**config.mk**
```make
export PLATFORM = sky130hd
export DESIGN_NAME = tdc_core
export DESIGN_NICKNAME = d
export VERILOG_FILES = /design/src/source/tdc_pkg.sv /design/src/source/coarse_counter.sv /design/src/source/delay_pipe.sv /design/src/source/tdc_controller.sv /design/src/source/tdc_core.sv /design/src/source/tdl_hit_detector.sv /design/src/source/thermo_encoder.sv /design/src/source/word_broker.sv
export SDC_FILE = /design/constraint.sdc
export NUM_CORES = 1
export LEC_CHECK = 0
export BUFFER_PORTS_ARGS = -buffer_cell sky130_fd_sc_hd__buf_4
export CAP_MARGIN = 20
export CORE_MARGIN = 4
export CORE_UTILIZATION = 45
export DETAILED_ROUTE_END_ITERATION = 12
export GPL_TIMING_DRIVEN = 1
export MAX_ROUTING_LAYER = met4
export PLACE_DENSITY = 0.63
export SETUP_SLACK_MARGIN = 0.5
export SLEW_MARGIN = 20
export SYNTH_ARGS = -nofsm -noshare
export SYNTH_HDL_FRONTEND = slang
export SYNTH_HIERARCHICAL = 1
export SYNTH_SLANG_ARGS = --single-unit
export TNS_END_PERCENT = 100
```
**constraint.sdc**
```tcl
create_clock -name CLK -period 2.45 [get_ports CLK]
set_input_delay 0.49 -clock CLK [delete_from_list [all_inputs] [get_ports CLK]]
set_output_delay 0.49 -clock CLK [all_outputs]
set_load 0.01 [all_outputs]
```
**src/source/tdc_pkg.sv**
```systemverilog
`default_nettype none

package tdc_pkg;

	// Delay line geometry
	localparam int TAP_BITS = 64;
	localparam int TAP_GROUP = 8;
	localparam int N_GROUPS = TAP_BITS / TAP_GROUP;
	localparam int GROUP_POS_BITS = $clog2(TAP_GROUP);

	// Field widths
	localparam int FINE_BITS = 7;
	localparam int COARSE_BITS = 10;
	localparam int STAMP_BITS = 16;
	localparam int WORD_BITS = 32;
	localparam int WTYPE_BITS = 3;
	localparam int MISS_BITS = 8;
	localparam int ECNT_BITS = 32;

	// Cycles from encoder input to encoder result
	localparam int ENC_LATENCY = 2;

	// Encoder input select
	localparam logic LINE_TRIG = 1'b0;
	localparam logic LINE_SIG = 1'b1;

	// Output word types
	localparam logic [WTYPE_BITS-1:0] WT_TRIG = 3'd1;
	localparam logic [WTYPE_BITS-1:0] WT_SIG = 3'd2;
	localparam logic [WTYPE_BITS-1:0] WT_STAMP = 3'd3;
	localparam logic [WTYPE_BITS-1:0] WT_OVF = 3'd4;

	typedef enum logic [1:0] {
		ST_IDLE,
		ST_WAIT_ARM,
		ST_WAIT_TRIG,
		ST_WAIT_SIG
	} tdc_state_e;

	// Valid sits in the MSB, the delay pipe relies on it
	typedef struct packed {
		logic valid;
		logic [WTYPE_BITS-1:0] kind;
		logic ovf;
		logic [COARSE_BITS-1:0] coarse;
		logic [STAMP_BITS-1:0] stamp;
	} tdc_event_t;

	typedef struct packed {
		logic [WTYPE_BITS-1:0] wtype;
		logic ovf;
		logic [COARSE_BITS-1:0] coarse;
		logic [FINE_BITS-1:0] fine;
		logic [WORD_BITS-WTYPE_BITS-1-COARSE_BITS-FINE_BITS-1:0] reserved;
	} meas_word_t;

	typedef struct packed {
		logic [WTYPE_BITS-1:0] wtype;
		logic [FINE_BITS-1:0] fine;
		logic [STAMP_BITS-1:0] stamp;
		logic [WORD_BITS-WTYPE_BITS-FINE_BITS-STAMP_BITS-1:0] reserved;
	} stamp_word_t;

	// Word type is in the top bits of both views
	typedef union packed {
		meas_word_t meas;
		stamp_word_t stamp;
	} tdc_word_u;

endpackage

`default_nettype wire

```
**src/source/coarse_counter.sv**
```systemverilog
`default_nettype none
`timescale 1ns/1ps

module coarse_counter (
	input wire logic CLK,
	input wire logic rst,
	input wire logic clr,
	output logic [tdc_pkg::COARSE_BITS-1:0] coarse,
	output logic ovf
);

	// Carry out of the increment is the overflow
	logic [tdc_pkg::COARSE_BITS:0] next_cnt;

	assign next_cnt = {1'b0, coarse} + 1'b1;

	always_ff @(posedge CLK) begin
		if (rst) begin
			coarse <= '0;
			ovf <= 1'b0;
		end else if (clr) begin
			// The clearing cycle already counts as one
			coarse <= tdc_pkg::COARSE_BITS'(1);
			ovf <= 1'b0;
		end else if (!ovf) begin
			if (next_cnt[tdc_pkg::COARSE_BITS]) begin
				ovf <= 1'b1;  // hold at the top value
			end else begin
				coarse <= next_cnt[tdc_pkg::COARSE_BITS-1:0];
			end
		end
	end

endmodule

`default_nettype wire

```
**src/source/delay_pipe.sv**
```systemverilog
`default_nettype none
`timescale 1ns/1ps

module delay_pipe #(
	parameter int DEPTH = 1,
	parameter int WIDTH = 1
) (
	input wire logic CLK,
	input wire logic rst,
	input wire logic [WIDTH-1:0] din,
	output logic [WIDTH-1:0] dout
);

	logic [DEPTH-1:0][WIDTH-1:0] stage;

	// MSB of each stage is the valid flag, the rest is payload
	always_ff @(posedge CLK) begin
		if (rst) begin
			for (int i = 0; i < DEPTH; i++) begin
				stage[i][WIDTH-1] <= 1'b0;
			end
		end else begin
			stage[0] <= din;
			for (int i = 1; i < DEPTH; i++) begin
				stage[i] <= stage[i-1];
			end
		end
	end

	assign dout = stage[DEPTH-1];

endmodule

`default_nettype wire

```
**src/source/tdc_controller.sv**
```systemverilog
`default_nettype none
`timescale 1ns/1ps

module tdc_controller (
	input wire logic CLK,
	input wire logic rst,
	input wire logic en,
	input wire logic en_arm_mode,
	input wire logic arm_flag,
	input wire logic en_write_timestamp,
	input wire logic [tdc_pkg::STAMP_BITS-1:0] timestamp,
	input wire logic trig_hit,
	input wire logic sig_hit,
	input wire logic [tdc_pkg::COARSE_BITS-1:0] coarse,
	input wire logic ovf,
	output logic count_clr,
	output logic line_sel,
	output tdc_pkg::tdc_event_t evt,
	output logic [tdc_pkg::MISS_BITS-1:0] miss_cnt,
	output logic [tdc_pkg::ECNT_BITS-1:0] event_cnt
);

	tdc_pkg::tdc_state_e state_q;
	tdc_pkg::tdc_state_e state_d;
	logic trig_accept;
	logic sig_accept;
	logic ovf_accept;
	logic miss;

	assign trig_accept = en && (state_q == tdc_pkg::ST_WAIT_TRIG) && trig_hit;
	// Overflow wins over a signal hit in the same cycle
	assign ovf_accept = en && (state_q == tdc_pkg::ST_WAIT_SIG) && ovf;
	assign sig_accept = en && (state_q == tdc_pkg::ST_WAIT_SIG) && !ovf && sig_hit;
	assign miss = en && (state_q == tdc_pkg::ST_WAIT_TRIG) && sig_hit;

	// Restart the coarse count on the trigger cycle
	assign count_clr = trig_accept;

	always_comb begin
		state_d = state_q;
		if (!en) begin
			state_d = tdc_pkg::ST_IDLE;
		end else begin
			case (state_q)
				tdc_pkg::ST_IDLE,
				tdc_pkg::ST_WAIT_ARM: begin
					if (en_arm_mode && !arm_flag) begin
						state_d = tdc_pkg::ST_WAIT_ARM;
					end else if (en_arm_mode || state_q == tdc_pkg::ST_IDLE) begin
						if (en_arm_mode && state_q == tdc_pkg::ST_IDLE) begin
							state_d = tdc_pkg::ST_WAIT_ARM;
						end else begin
							state_d = tdc_pkg::ST_WAIT_TRIG;
						end
					end else begin
						state_d = tdc_pkg::ST_WAIT_TRIG;
					end
				end
				tdc_pkg::ST_WAIT_TRIG: begin
					if (trig_hit) begin
						state_d = tdc_pkg::ST_WAIT_SIG;
					end
				end
				tdc_pkg::ST_WAIT_SIG: begin
					// Each finished measurement needs a new arm in arm mode
					if (ovf_accept || sig_accept) begin
						if (en_arm_mode) begin
							state_d = tdc_pkg::ST_WAIT_ARM;
						end else begin
							state_d = tdc_pkg::ST_WAIT_TRIG;
						end
					end
				end
			endcase
		end
	end

	always_ff @(posedge CLK) begin
		if (rst) begin
			state_q <= tdc_pkg::ST_IDLE;
			line_sel <= tdc_pkg::LINE_TRIG;
			evt <= '0;
			miss_cnt <= '0;
			event_cnt <= '0;
		end else begin
			state_q <= state_d;
			// Encoder follows the signal line only while a signal is awaited
			if (state_d == tdc_pkg::ST_WAIT_SIG) begin
				line_sel <= tdc_pkg::LINE_SIG;
			end else begin
				line_sel <= tdc_pkg::LINE_TRIG;
			end

			evt.valid <= trig_accept || sig_accept || ovf_accept;
			evt.ovf <= ovf_accept;
			evt.coarse <= trig_accept ? '0 : coarse;
			evt.stamp <= timestamp;
			if (trig_accept) begin
				evt.kind <= en_write_timestamp ? tdc_pkg::WT_STAMP : tdc_pkg::WT_TRIG;
			end else if (ovf_accept) begin
				evt.kind <= tdc_pkg::WT_OVF;
			end else begin
				evt.kind <= tdc_pkg::WT_SIG;
			end

			if (sig_accept) begin
				event_cnt <= event_cnt + 1'b1;
			end
			// Signal edges without a trigger, saturating
			if (miss && miss_cnt != '1) begin
				miss_cnt <= miss_cnt + 1'b1;
			end
		end
	end

endmodule

`default_nettype wire

```
**src/source/tdc_core.sv**
```systemverilog
`default_nettype none
`timescale 1ns/1ps

module tdc_core (
	input wire logic CLK,
	input wire logic rst,
	input wire logic en,
	input wire logic en_arm_mode,
	input wire logic arm_flag,
	input wire logic en_write_timestamp,
	input wire logic [tdc_pkg::STAMP_BITS-1:0] timestamp,
	input wire logic [tdc_pkg::TAP_BITS-1:0] trig_taps,
	input wire logic [tdc_pkg::TAP_BITS-1:0] sig_taps,
	output logic [tdc_pkg::WORD_BITS-1:0] out_word,
	output logic out_valid,
	output logic [tdc_pkg::MISS_BITS-1:0] miss_cnt,
	output logic [tdc_pkg::ECNT_BITS-1:0] event_cnt
);

	logic trig_hit;
	logic sig_hit;
	logic line_sel;
	logic [tdc_pkg::TAP_BITS-1:0] sample;
	logic [tdc_pkg::FINE_BITS-1:0] position;
	logic count_clr;
	logic [tdc_pkg::COARSE_BITS-1:0] coarse;
	logic ovf;
	tdc_pkg::tdc_event_t evt;
	tdc_pkg::tdc_event_t evt_aligned;

	tdl_hit_detector i_detector (
		.CLK(CLK),
		.rst(rst),
		.trig_taps(trig_taps),
		.sig_taps(sig_taps),
		.line_sel(line_sel),
		.trig_hit(trig_hit),
		.sig_hit(sig_hit),
		.sample(sample)
	);

	thermo_encoder i_encoder (
		.CLK(CLK),
		.sample(sample),
		.position(position)
	);

	coarse_counter i_counter (
		.CLK(CLK),
		.rst(rst),
		.clr(count_clr),
		.coarse(coarse),
		.ovf(ovf)
	);

	tdc_controller i_controller (
		.CLK(CLK),
		.rst(rst),
		.en(en),
		.en_arm_mode(en_arm_mode),
		.arm_flag(arm_flag),
		.en_write_timestamp(en_write_timestamp),
		.timestamp(timestamp),
		.trig_hit(trig_hit),
		.sig_hit(sig_hit),
		.coarse(coarse),
		.ovf(ovf),
		.count_clr(count_clr),
		.line_sel(line_sel),
		.evt(evt),
		.miss_cnt(miss_cnt),
		.event_cnt(event_cnt)
	);

	// The event is registered one cycle after capture, the encoder needs two
	delay_pipe #(
		.DEPTH(tdc_pkg::ENC_LATENCY - 1),
		.WIDTH($bits(tdc_pkg::tdc_event_t))
	) i_event_pipe (
		.CLK(CLK),
		.rst(rst),
		.din(evt),
		.dout(evt_aligned)
	);

	word_broker i_broker (
		.CLK(CLK),
		.rst(rst),
		.evt(evt_aligned),
		.position(position),
		.out_word(out_word),
		.out_valid(out_valid)
	);

endmodule

`default_nettype wire

```
**src/source/tdl_hit_detector.sv**
```systemverilog
`default_nettype none
`timescale 1ns/1ps

module tdl_hit_detector (
	input wire logic CLK,
	input wire logic rst,
	input wire logic [tdc_pkg::TAP_BITS-1:0] trig_taps,
	input wire logic [tdc_pkg::TAP_BITS-1:0] sig_taps,
	input wire logic line_sel,
	output logic trig_hit,
	output logic sig_hit,
	output logic [tdc_pkg::TAP_BITS-1:0] sample
);

	logic [tdc_pkg::TAP_BITS-1:0] trig_q;
	logic [tdc_pkg::TAP_BITS-1:0] sig_q;
	logic trig_prev0;
	logic sig_prev0;

	// Capture both snapshots every cycle
	always_ff @(posedge CLK) begin
		trig_q <= trig_taps;
		sig_q <= sig_taps;
	end

	// Tap 0 of the previous capture, per line
	// Starts high so a line already high out of reset is not a hit
	always_ff @(posedge CLK) begin
		if (rst) begin
			trig_prev0 <= 1'b1;
			sig_prev0 <= 1'b1;
		end else begin
			trig_prev0 <= trig_q[0];
			sig_prev0 <= sig_q[0];
		end
	end

	// Rising edge on the line input
	assign trig_hit = trig_q[0] & ~trig_prev0;
	assign sig_hit = sig_q[0] & ~sig_prev0;

	// line_sel comes straight from a controller flop, so it is glitch free
	// and already lines up with the captured sample
	always_comb begin
		if (line_sel == tdc_pkg::LINE_SIG) begin
			sample = sig_q;
		end else begin
			sample = trig_q;
		end
	end

endmodule

`default_nettype wire

```
**src/source/thermo_encoder.sv**
```systemverilog
`default_nettype none
`timescale 1ns/1ps

module thermo_encoder (
	input wire logic CLK,
	input wire logic [tdc_pkg::TAP_BITS-1:0] sample,
	output logic [tdc_pkg::FINE_BITS-1:0] position
);

	logic [tdc_pkg::N_GROUPS-1:0][tdc_pkg::GROUP_POS_BITS-1:0] grp_pos_q;
	logic [tdc_pkg::N_GROUPS-1:0] grp_full_q;
	logic [tdc_pkg::FINE_BITS-1:0] pos_c;

	// Lowest zero inside one group, meaningless when the group is all ones
	function automatic logic [tdc_pkg::GROUP_POS_BITS-1:0] first_zero(
		input logic [tdc_pkg::TAP_GROUP-1:0] bits
	);
		logic [tdc_pkg::GROUP_POS_BITS-1:0] pos;
		pos = '0;
		for (int i = tdc_pkg::TAP_GROUP - 1; i >= 0; i--) begin
			if (!bits[i]) begin
				pos = tdc_pkg::GROUP_POS_BITS'(i);
			end
		end
		return pos;
	endfunction

	// Stage one, per group search
	always_ff @(posedge CLK) begin
		for (int g = 0; g < tdc_pkg::N_GROUPS; g++) begin
			grp_full_q[g] <= &sample[g*tdc_pkg::TAP_GROUP +: tdc_pkg::TAP_GROUP];
			grp_pos_q[g] <= first_zero(sample[g*tdc_pkg::TAP_GROUP +: tdc_pkg::TAP_GROUP]);
		end
	end

	// Stage two, the lowest group that is not full wins
	// All groups full means the edge ran past the last tap
	always_comb begin
		pos_c = tdc_pkg::FINE_BITS'(tdc_pkg::TAP_BITS);
		for (int g = tdc_pkg::N_GROUPS - 1; g >= 0; g--) begin
			if (!grp_full_q[g]) begin
				pos_c = tdc_pkg::FINE_BITS'(g * tdc_pkg::TAP_GROUP)
					+ tdc_pkg::FINE_BITS'(grp_pos_q[g]);
			end
		end
	end

	always_ff @(posedge CLK) begin
		position <= pos_c;
	end

endmodule

`default_nettype wire

```
**src/source/word_broker.sv**
```systemverilog
`default_nettype none
`timescale 1ns/1ps

module word_broker (
	input wire logic CLK,
	input wire logic rst,
	input wire tdc_pkg::tdc_event_t evt,
	input wire logic [tdc_pkg::FINE_BITS-1:0] position,
	output logic [tdc_pkg::WORD_BITS-1:0] out_word,
	output logic out_valid
);

	tdc_pkg::tdc_word_u word_c;

	always_comb begin
		word_c = '0;
		if (evt.kind == tdc_pkg::WT_STAMP) begin
			// Trigger with external timestamp
			word_c.stamp.wtype = evt.kind;
			word_c.stamp.fine = position;
			word_c.stamp.stamp = evt.stamp;
		end else begin
			word_c.meas.wtype = evt.kind;
			word_c.meas.ovf = evt.ovf;
			word_c.meas.coarse = evt.coarse;
			// No edge was sampled for an overflow
			if (evt.kind == tdc_pkg::WT_OVF) begin
				word_c.meas.fine = '0;
			end else begin
				word_c.meas.fine = position;
			end
		end
	end

	always_ff @(posedge CLK) begin
		if (rst) begin
			out_valid <= 1'b0;
		end else begin
			out_valid <= evt.valid;
		end
	end

	always_ff @(posedge CLK) begin
		if (evt.valid) begin
			out_word <= word_c;
		end
	end

endmodule

`default_nettype wire
```
==> results of run 1 <==
## synthesized netlist by cell type, types with 3 or more instances
master	n	area, um^2
or3_1	13	81.33
a31oi_1	18	112.6
buf_4	8	60.06
mux2_4	63	945.9
mux2_2	14	157.7
a21boi_0	8	60.06
ha_1	3	37.54
a21oi_1	37	185.2
nand2_1	53	198.9
xor2_1	8	70.07
o31ai_1	14	105.1
buf_12	6	120.1
and2_1	12	75.07
nor2_1	43	161.4
buf_2	4	20.02
nand4_1	29	181.4
nand4b_1	3	26.28
and3_1	14	87.58
nor2b_1	35	219.0
and4_1	5	43.79
o21ai_0	30	150.1
buf_1	4	15.01
and4b_1	3	30.03
clkbuf_1	16	60.06
or4_1	16	120.1
nor4_1	7	43.79
inv_1	27	101.4
o22ai_1	16	100.1
xnor2_1	6	52.55
nand2b_1	5	31.28
nand3b_1	4	30.03
dfxtp_1	256	5125
nor3_1	6	30.03
mux2i_1	3	30.03
nand3_1	27	135.1
edfxtp_1	56	1682
buf_6	5	56.30
## logic make-up after synthesis
family / share of synthesized area
compound gates: 0.07777
mux: 0.1021
flops: 0.6132
fa+ha+maj: 0.003382
other cells: 0.0003378
simple gates: 0.1532
buf+inv: 0.03900
xor+xnor: 0.01105
## power by group
| group | total [mW] | internal [mW] | switching [mW] |
|---|---|---|---|
| Combinational | 0.508 | 0.308 | 0.201 |
| Sequential | 5.48 | 5.41 | 0.0679 |
| Clock | 5.38 | 3.46 | 1.93 |
## through the flow
stage | worst slack (ns) | area, um^2 | power (mW) | std cells | hold slack, ns
finish | 0.4575 | 14290 | 11.37 | 1504 | 0.09278
floorplan | 0.5167 | 11120 | 5.838 | 923 | 0.3855
global placement | 0.3883 | 12940 | 6.089 | 1435 | 0.3857
CTS | 0.5038 | 14190 | 11.51 | 1498 | 0.07091
detailed placement | 0.3304 | 12940 | 6.100 | 1435 | 0.3887
global route | 0.4305 | 14290 | 11.80 | 1504 | 0.06364
## cell type report
class	count	area [um^2]	share of cell area
Sequential cell	312	6834	0.4782
Multi-Input combinational cell	542	3938	0.2755
Timing Repair Buffer	237	1792	0.1254
Clock buffer	51	1039	0.07267
Tap cell	324	405.4	0.02837
Clock inverter	11	181.4	0.01270
Inverter	27	101.3	0.007092
## how the worst max path moves through the flow
stage	start	end	slack [ns]	cells after the start
global route	i_controller/event_cnt[3]	i_controller/event_cnt[29]	0.43	5
CTS	i_controller/event_cnt[2]	i_controller/event_cnt[25]	0.50	4
finish	i_controller/event_cnt[3]	i_controller/event_cnt[29]	0.46	5
global placement	en	i_controller/event_cnt[25]	0.39	6
detailed placement	en	i_controller/event_cnt[25]	0.33	6
floorplan	i_controller/event_cnt[2]	i_controller/event_cnt[25]	0.52	5
## state kept, by name (all words and copies together) (netlist names)
signal / flops
i_encoder/grp_pos_q: 24
i_controller/miss_cnt: 8
i_counter/ovf: 1
i_encoder/position: 7
i_counter/coarse: 10
i_detector/sig_q: 64
i_broker/out_valid: 1
i_encoder/grp_full_q: 8
i_detector/trig_prev0: 1
i_detector/trig_q: 64
i_controller/state_q: 2
i_controller/evt: 31
i_controller/line_sel: 1
i_controller/event_cnt: 32
i_broker/out_word: 26
i_detector/sig_prev0: 1
i_event_pipe/dout: 31
## what timing repair did
item,in CTS,in global routing
gates cloned,0,1
endpoints found under the hold margin,0,0
setup buffers,1,5
endpoints found under the setup margin,17,18
resized for setup,5,23
pin swaps,1,5
## worst max-delay path: stages (launching register included)
cell	delay, ns
dfxtp_4	0.36
nand4_1	0.27
buf_4	0.24
or3_4	0.37
nor4_2	0.29
mux2_2	0.36
## routing by layer
| layer | wire, um | track usage | vias to the layer above |
|---|---|---|---|
| met5 | 0 | - | - |
| met3 | 1528 | 0.03698 | 42 |
| met2 | 10540 | 0.2617 | 212 |
| met1 | 10930 | 0.2353 | 3487 |
| met4 | 580 | 0.05709 | 0 |
| li1 | - | - | 3762 |
## placed cells by master, fill, tap and decap left out, types with 4 or more instances in the layout
master,count
nor2b_1,34
bufinv_16,5
nand2_1,53
clkbuf_1,8
and2_1,12
clkinv_2,4
edfxtp_1,56
dfxtp_1,242
and4_1,5
mux2_4,63
a31oi_1,18
conb_1,6
o21ai_0,30
nand3b_1,4
inv_1,27
and3_1,12
buf_4,236
or3_1,11
nand4_1,29
clkbuf_16,37
nor3_1,6
mux2_2,14
xor2_1,8
clkbuf_8,6
a21oi_1,37
o22ai_1,16
nor4_1,5
o31ai_1,14
nand2b_1,5
nor2_1,43
dfxtp_4,4
or4_1,15
nand3_1,27
a21boi_0,8
dfxtp_2,10
xnor2_1,6
==> results.md, run 1 <==
- Reg clk slew, reported paths: 0.06 ns
- Final Setup Violations: 0
- Crit end category: flop
- Port Buffer Count: 216
- Initial Utilization: 0.4564
- Worst Hold Depth: 1
- Final Routed Wirelength: 23,590 um
- Reg2reg setup slack: roughly 0.46 ns
- GRT Util Overall: 0.1737
- Clk_lat worst skew: a little under 0.5 ns
- Seq cells post-synth: 312
- Synth warnings: 6
- Period utilisation layout: 0.8132
- Final HPWL DP: 16,720 um
- Final antenna-violating net count: 0
- Clock skew: 0.007389 ns
- Worst hold endpoint: i_detector/sig_q[50]
- Top_reg_cell synth: dfxtp_1
- Cells after Synth: 918
- Die area: 0.02724 mm^2
- Unique cell type count in the Yosys netlist: 67
- Area growth from synthesis to layout: 28.73%
- Power per cell area: 795.5 mW/mm^2
- Asr flop ratio synth: 0
- Fmax achieved: approximately 500 MHz
- Crit path max fanout: 7
- Number of flops mapped to enable cells by yosys: 56
- Fillers: 2,019
- Pins Over Slew Limit: 0
- CTS buffer count: 34
- Vias per Instance: 4.989
- TritonCTS clock tree: yes
- Maximum clock insertion buffer count: 3
- Worst setup SP type: flop
- Initial antenna violation count: 0
- Cell row count: 57
- Drt first pass iters: 4
- Final Core Density: 0.5876
- H-tree levels: 2
- Largest net degree at the start of global routing: 36
- Leakage: 5.867 nW
- Overflow after GRT: 0
- Relative slew slack: 0.5616
- Via count: 7,503
- Crit Reg-Reg Endpoint: i_controller/event_cnt[29]
- Setup_tns: 0 ns
- Final Hold Viols: 0
- Sequential area share after synthesis: 0.6132
- Hold Path Class: in -> reg
- Critical Path RT: 2.83 ns
- Layout cells sized above 1: 0.3492
- First-pass GRT wire length: 36,670 um
- DR WL/cell: 15.68 um
- Min Clock Period, post-route: 1.992 ns
- Die Ht: about 170 um
- Nets: 1,307
- Status: finished, final reports clean
- Post-Syn Area per Cell: 12.09 um^2
- Worst-Margin Slew: 0.6552 ns
- First DRT Iteration DRCs: roughly 410
- Clock root cell: clkbuf_16
- R2R cell count: 5
- Critical path class: reg -> reg
- # hold bufs at CTS: 0
- Worst Path Arrival: approximately 2.4 ns
- Die width: 165.1 um
- N_diodes: 0
- Number of global-route vias before repair: 7,165
- RSZ-0062 raised after global routing: yes
- Cell area after synthesis: about 0.011 mm^2
- Worst hold start: sig_taps[50]
- Worst vdd ir: slightly below 0.6 mV
- Core ar.: 0.02432 mm^2
- Worst R2R Start: i_controller/event_cnt[3]
- # DRC: 0
- # Max-Cap Violations: 0
- GPL Wtd Cong: 0.8054
- I/O pins: 223
- Clock Sinks: 312
No activity file was read; power rests on OpenSTA's default activity.
==> run 2: changes to the inputs <==
- clock period: 2.45 -> 1.96 ns (I/O delays scaled with it)
==> results.md, run 2 (synthesis results as in run 1) <==
- M3 GR Usage: 0.04021
- Clock root cell: clkbuf_16
- Worst Path Arrival: between 2 and 2.5 ns
- Number of global-route vias before repair: between 8,000 and 9,000
- Leakage: 7.109 nW
- Status: finished, final reports clean
- Die area: 0.02724 mm^2
- Worst Hold Depth: 2
- Maximum clock insertion buffer count: 3
- Pins Over Slew Limit: 0
- First DRT Iteration DRCs: 483
- First-pass GRT wire length: 43,040 um
- Most frequent cells in the layout: 241 x buf_4, 207 x dfxtp_1, 128 x dlygate4sd3_1
- Clock skew: ~0.0062 ns
- Clock Sinks: 312
- # Max-Cap Violations: 0
- Met1 Use GR: 0.2513
- Final hold slack: 0.04932 ns
- Final Routed Wirelength: 28,830 um
- Via count: 8,587
- TritonCTS clock tree: yes
- Final Setup Violations: 0
- Drt first pass iters: 4
- GPL Wtd Cong: 0.8364
- Min Clock Period, post-route: 1.893 ns
- Largest regs: i_detector/sig_q (64), i_detector/trig_q (64), i_controller/event_cnt (32)
- Nets: 1,526
- Core ar.: 0.02432 mm^2
- Area growth from synthesis to layout: 53.75%
- Worst vdd ir: 0.7383 mV
- Crit end category: flop
- Non-Filler Instances: between 1,500 and 2,000
- Vias per Instance: 4.981
- Crit path max fanout: 8
- Period utilisation layout: 0.9659
- Total power: between 10 and 15 mW
- Die Ht: 165.1 um
- Hold Path Class: in -> reg
- Most used routing layer: met2
- Port Buffer Count: 216
- Worst setup SP type: flop
- Initial antenna violation count: 2
- Initial Utilization: 0.4564
- H-tree levels: 1
- Post-Place Cells: between 1,000 and 1,500
- Fmax achieved: 528.2 MHz
- Clk_lat worst skew: ~0.55 ns
- Reg clk slew, reported paths: 0.06 ns
- Layout cells sized above 1: 0.4220
- RSZ-0062 raised after global routing: yes
- Final Hold Viols: 0
- I/O pins: 223
- Reg2reg setup slack: 0.07 ns
- Most common cell after layout, fill and taps aside: buf_4
- Final antenna-violating net count: 0
- Die width: 165.1 um
- Largest net degree at the start of global routing: 54
- Met2 Usage GRT: 0.3467
- CP Launch Point: i_controller/event_cnt[3]
- Final HPWL DP: 16,680 um
- R2R cell count: 4
- GRT Util Overall: 0.2038
- DR WL/cell: approximately 17 um
- # DRC: 0
- Cell row count: 57
- Worst hold start: timestamp[13]
- Power per cell area: roughly 800 mW/mm^2
- Critical Path RT: 2.40 ns
- CTS buffer count: 31
- Worst R2R Start: i_controller/event_cnt[3]
- Critical path class: reg -> reg
- Overflow after GRT: 0
[run 2: per-layer routing]
metal  vias up  wire, um
li1       4217         -
met1      4063     12040
met2       254     14410
met3        53      1744
met4         0       635
met5         -         0
[run 2: final timing paths]
path | end
worst max-delay path | i_controller/event_cnt[25]
worst min-delay path | i_controller/evt[13]
worst max register to register | i_controller/event_cnt[25]
worst min register to register | i_event_pipe/dout[22]
[run 2: critical path: stages (launching register included)]
cell	delay (ns)
dfxtp_4	0.35
nand4_1	0.24
or4b_4	0.68
nor4_4	0.16
mux2_2	0.35
[run 2: where the power goes]
group / switching [mW] / internal [mW] / leakage, nW
clock network: 2.41 / 3.49 / 0.504
registers: 0.0845 / 6.73 / 2.69
logic: 0.342 / 0.612 / 3.91
[run 2: area by class of cell]
cell class | count | area, um^2
diodes | 2 | 5.005
clock buffers | 38 | 854.6
clock inverters | 20 | 185.2
fillers | 1648 | 7252
inverters | 27 | 101.3
multi-input cells | 541 | 4295
flip-flops and latches | 312 | 6925
well taps | 324 | 405.4
repair buffers | 460 | 4295
[run 2: stage by stage]
step           cell area [um^2]   TNS (ns)  utilization  setup WS (ns)
3_3_place_gp              13220          0       0.5437        0.05326
2_1_floorplan             11270          0            -         0.1443
3_5_place_dp              13220          0       0.5437        0.03264
6_report                  17070          0       0.7018        0.06677
4_1_cts                   16430          0       0.6758         0.2123
5_1_grt                   17070  -0.004857       0.7018      -0.002505
[run 2: timing repair]
item,CTS,global route
resized for setup,120,105
endpoints found under the setup margin,123,143
cloned,4,2
buffers inserted,50,28
hold buffers,128,0
pin swaps,39,59
hold endpoints to repair,128,0
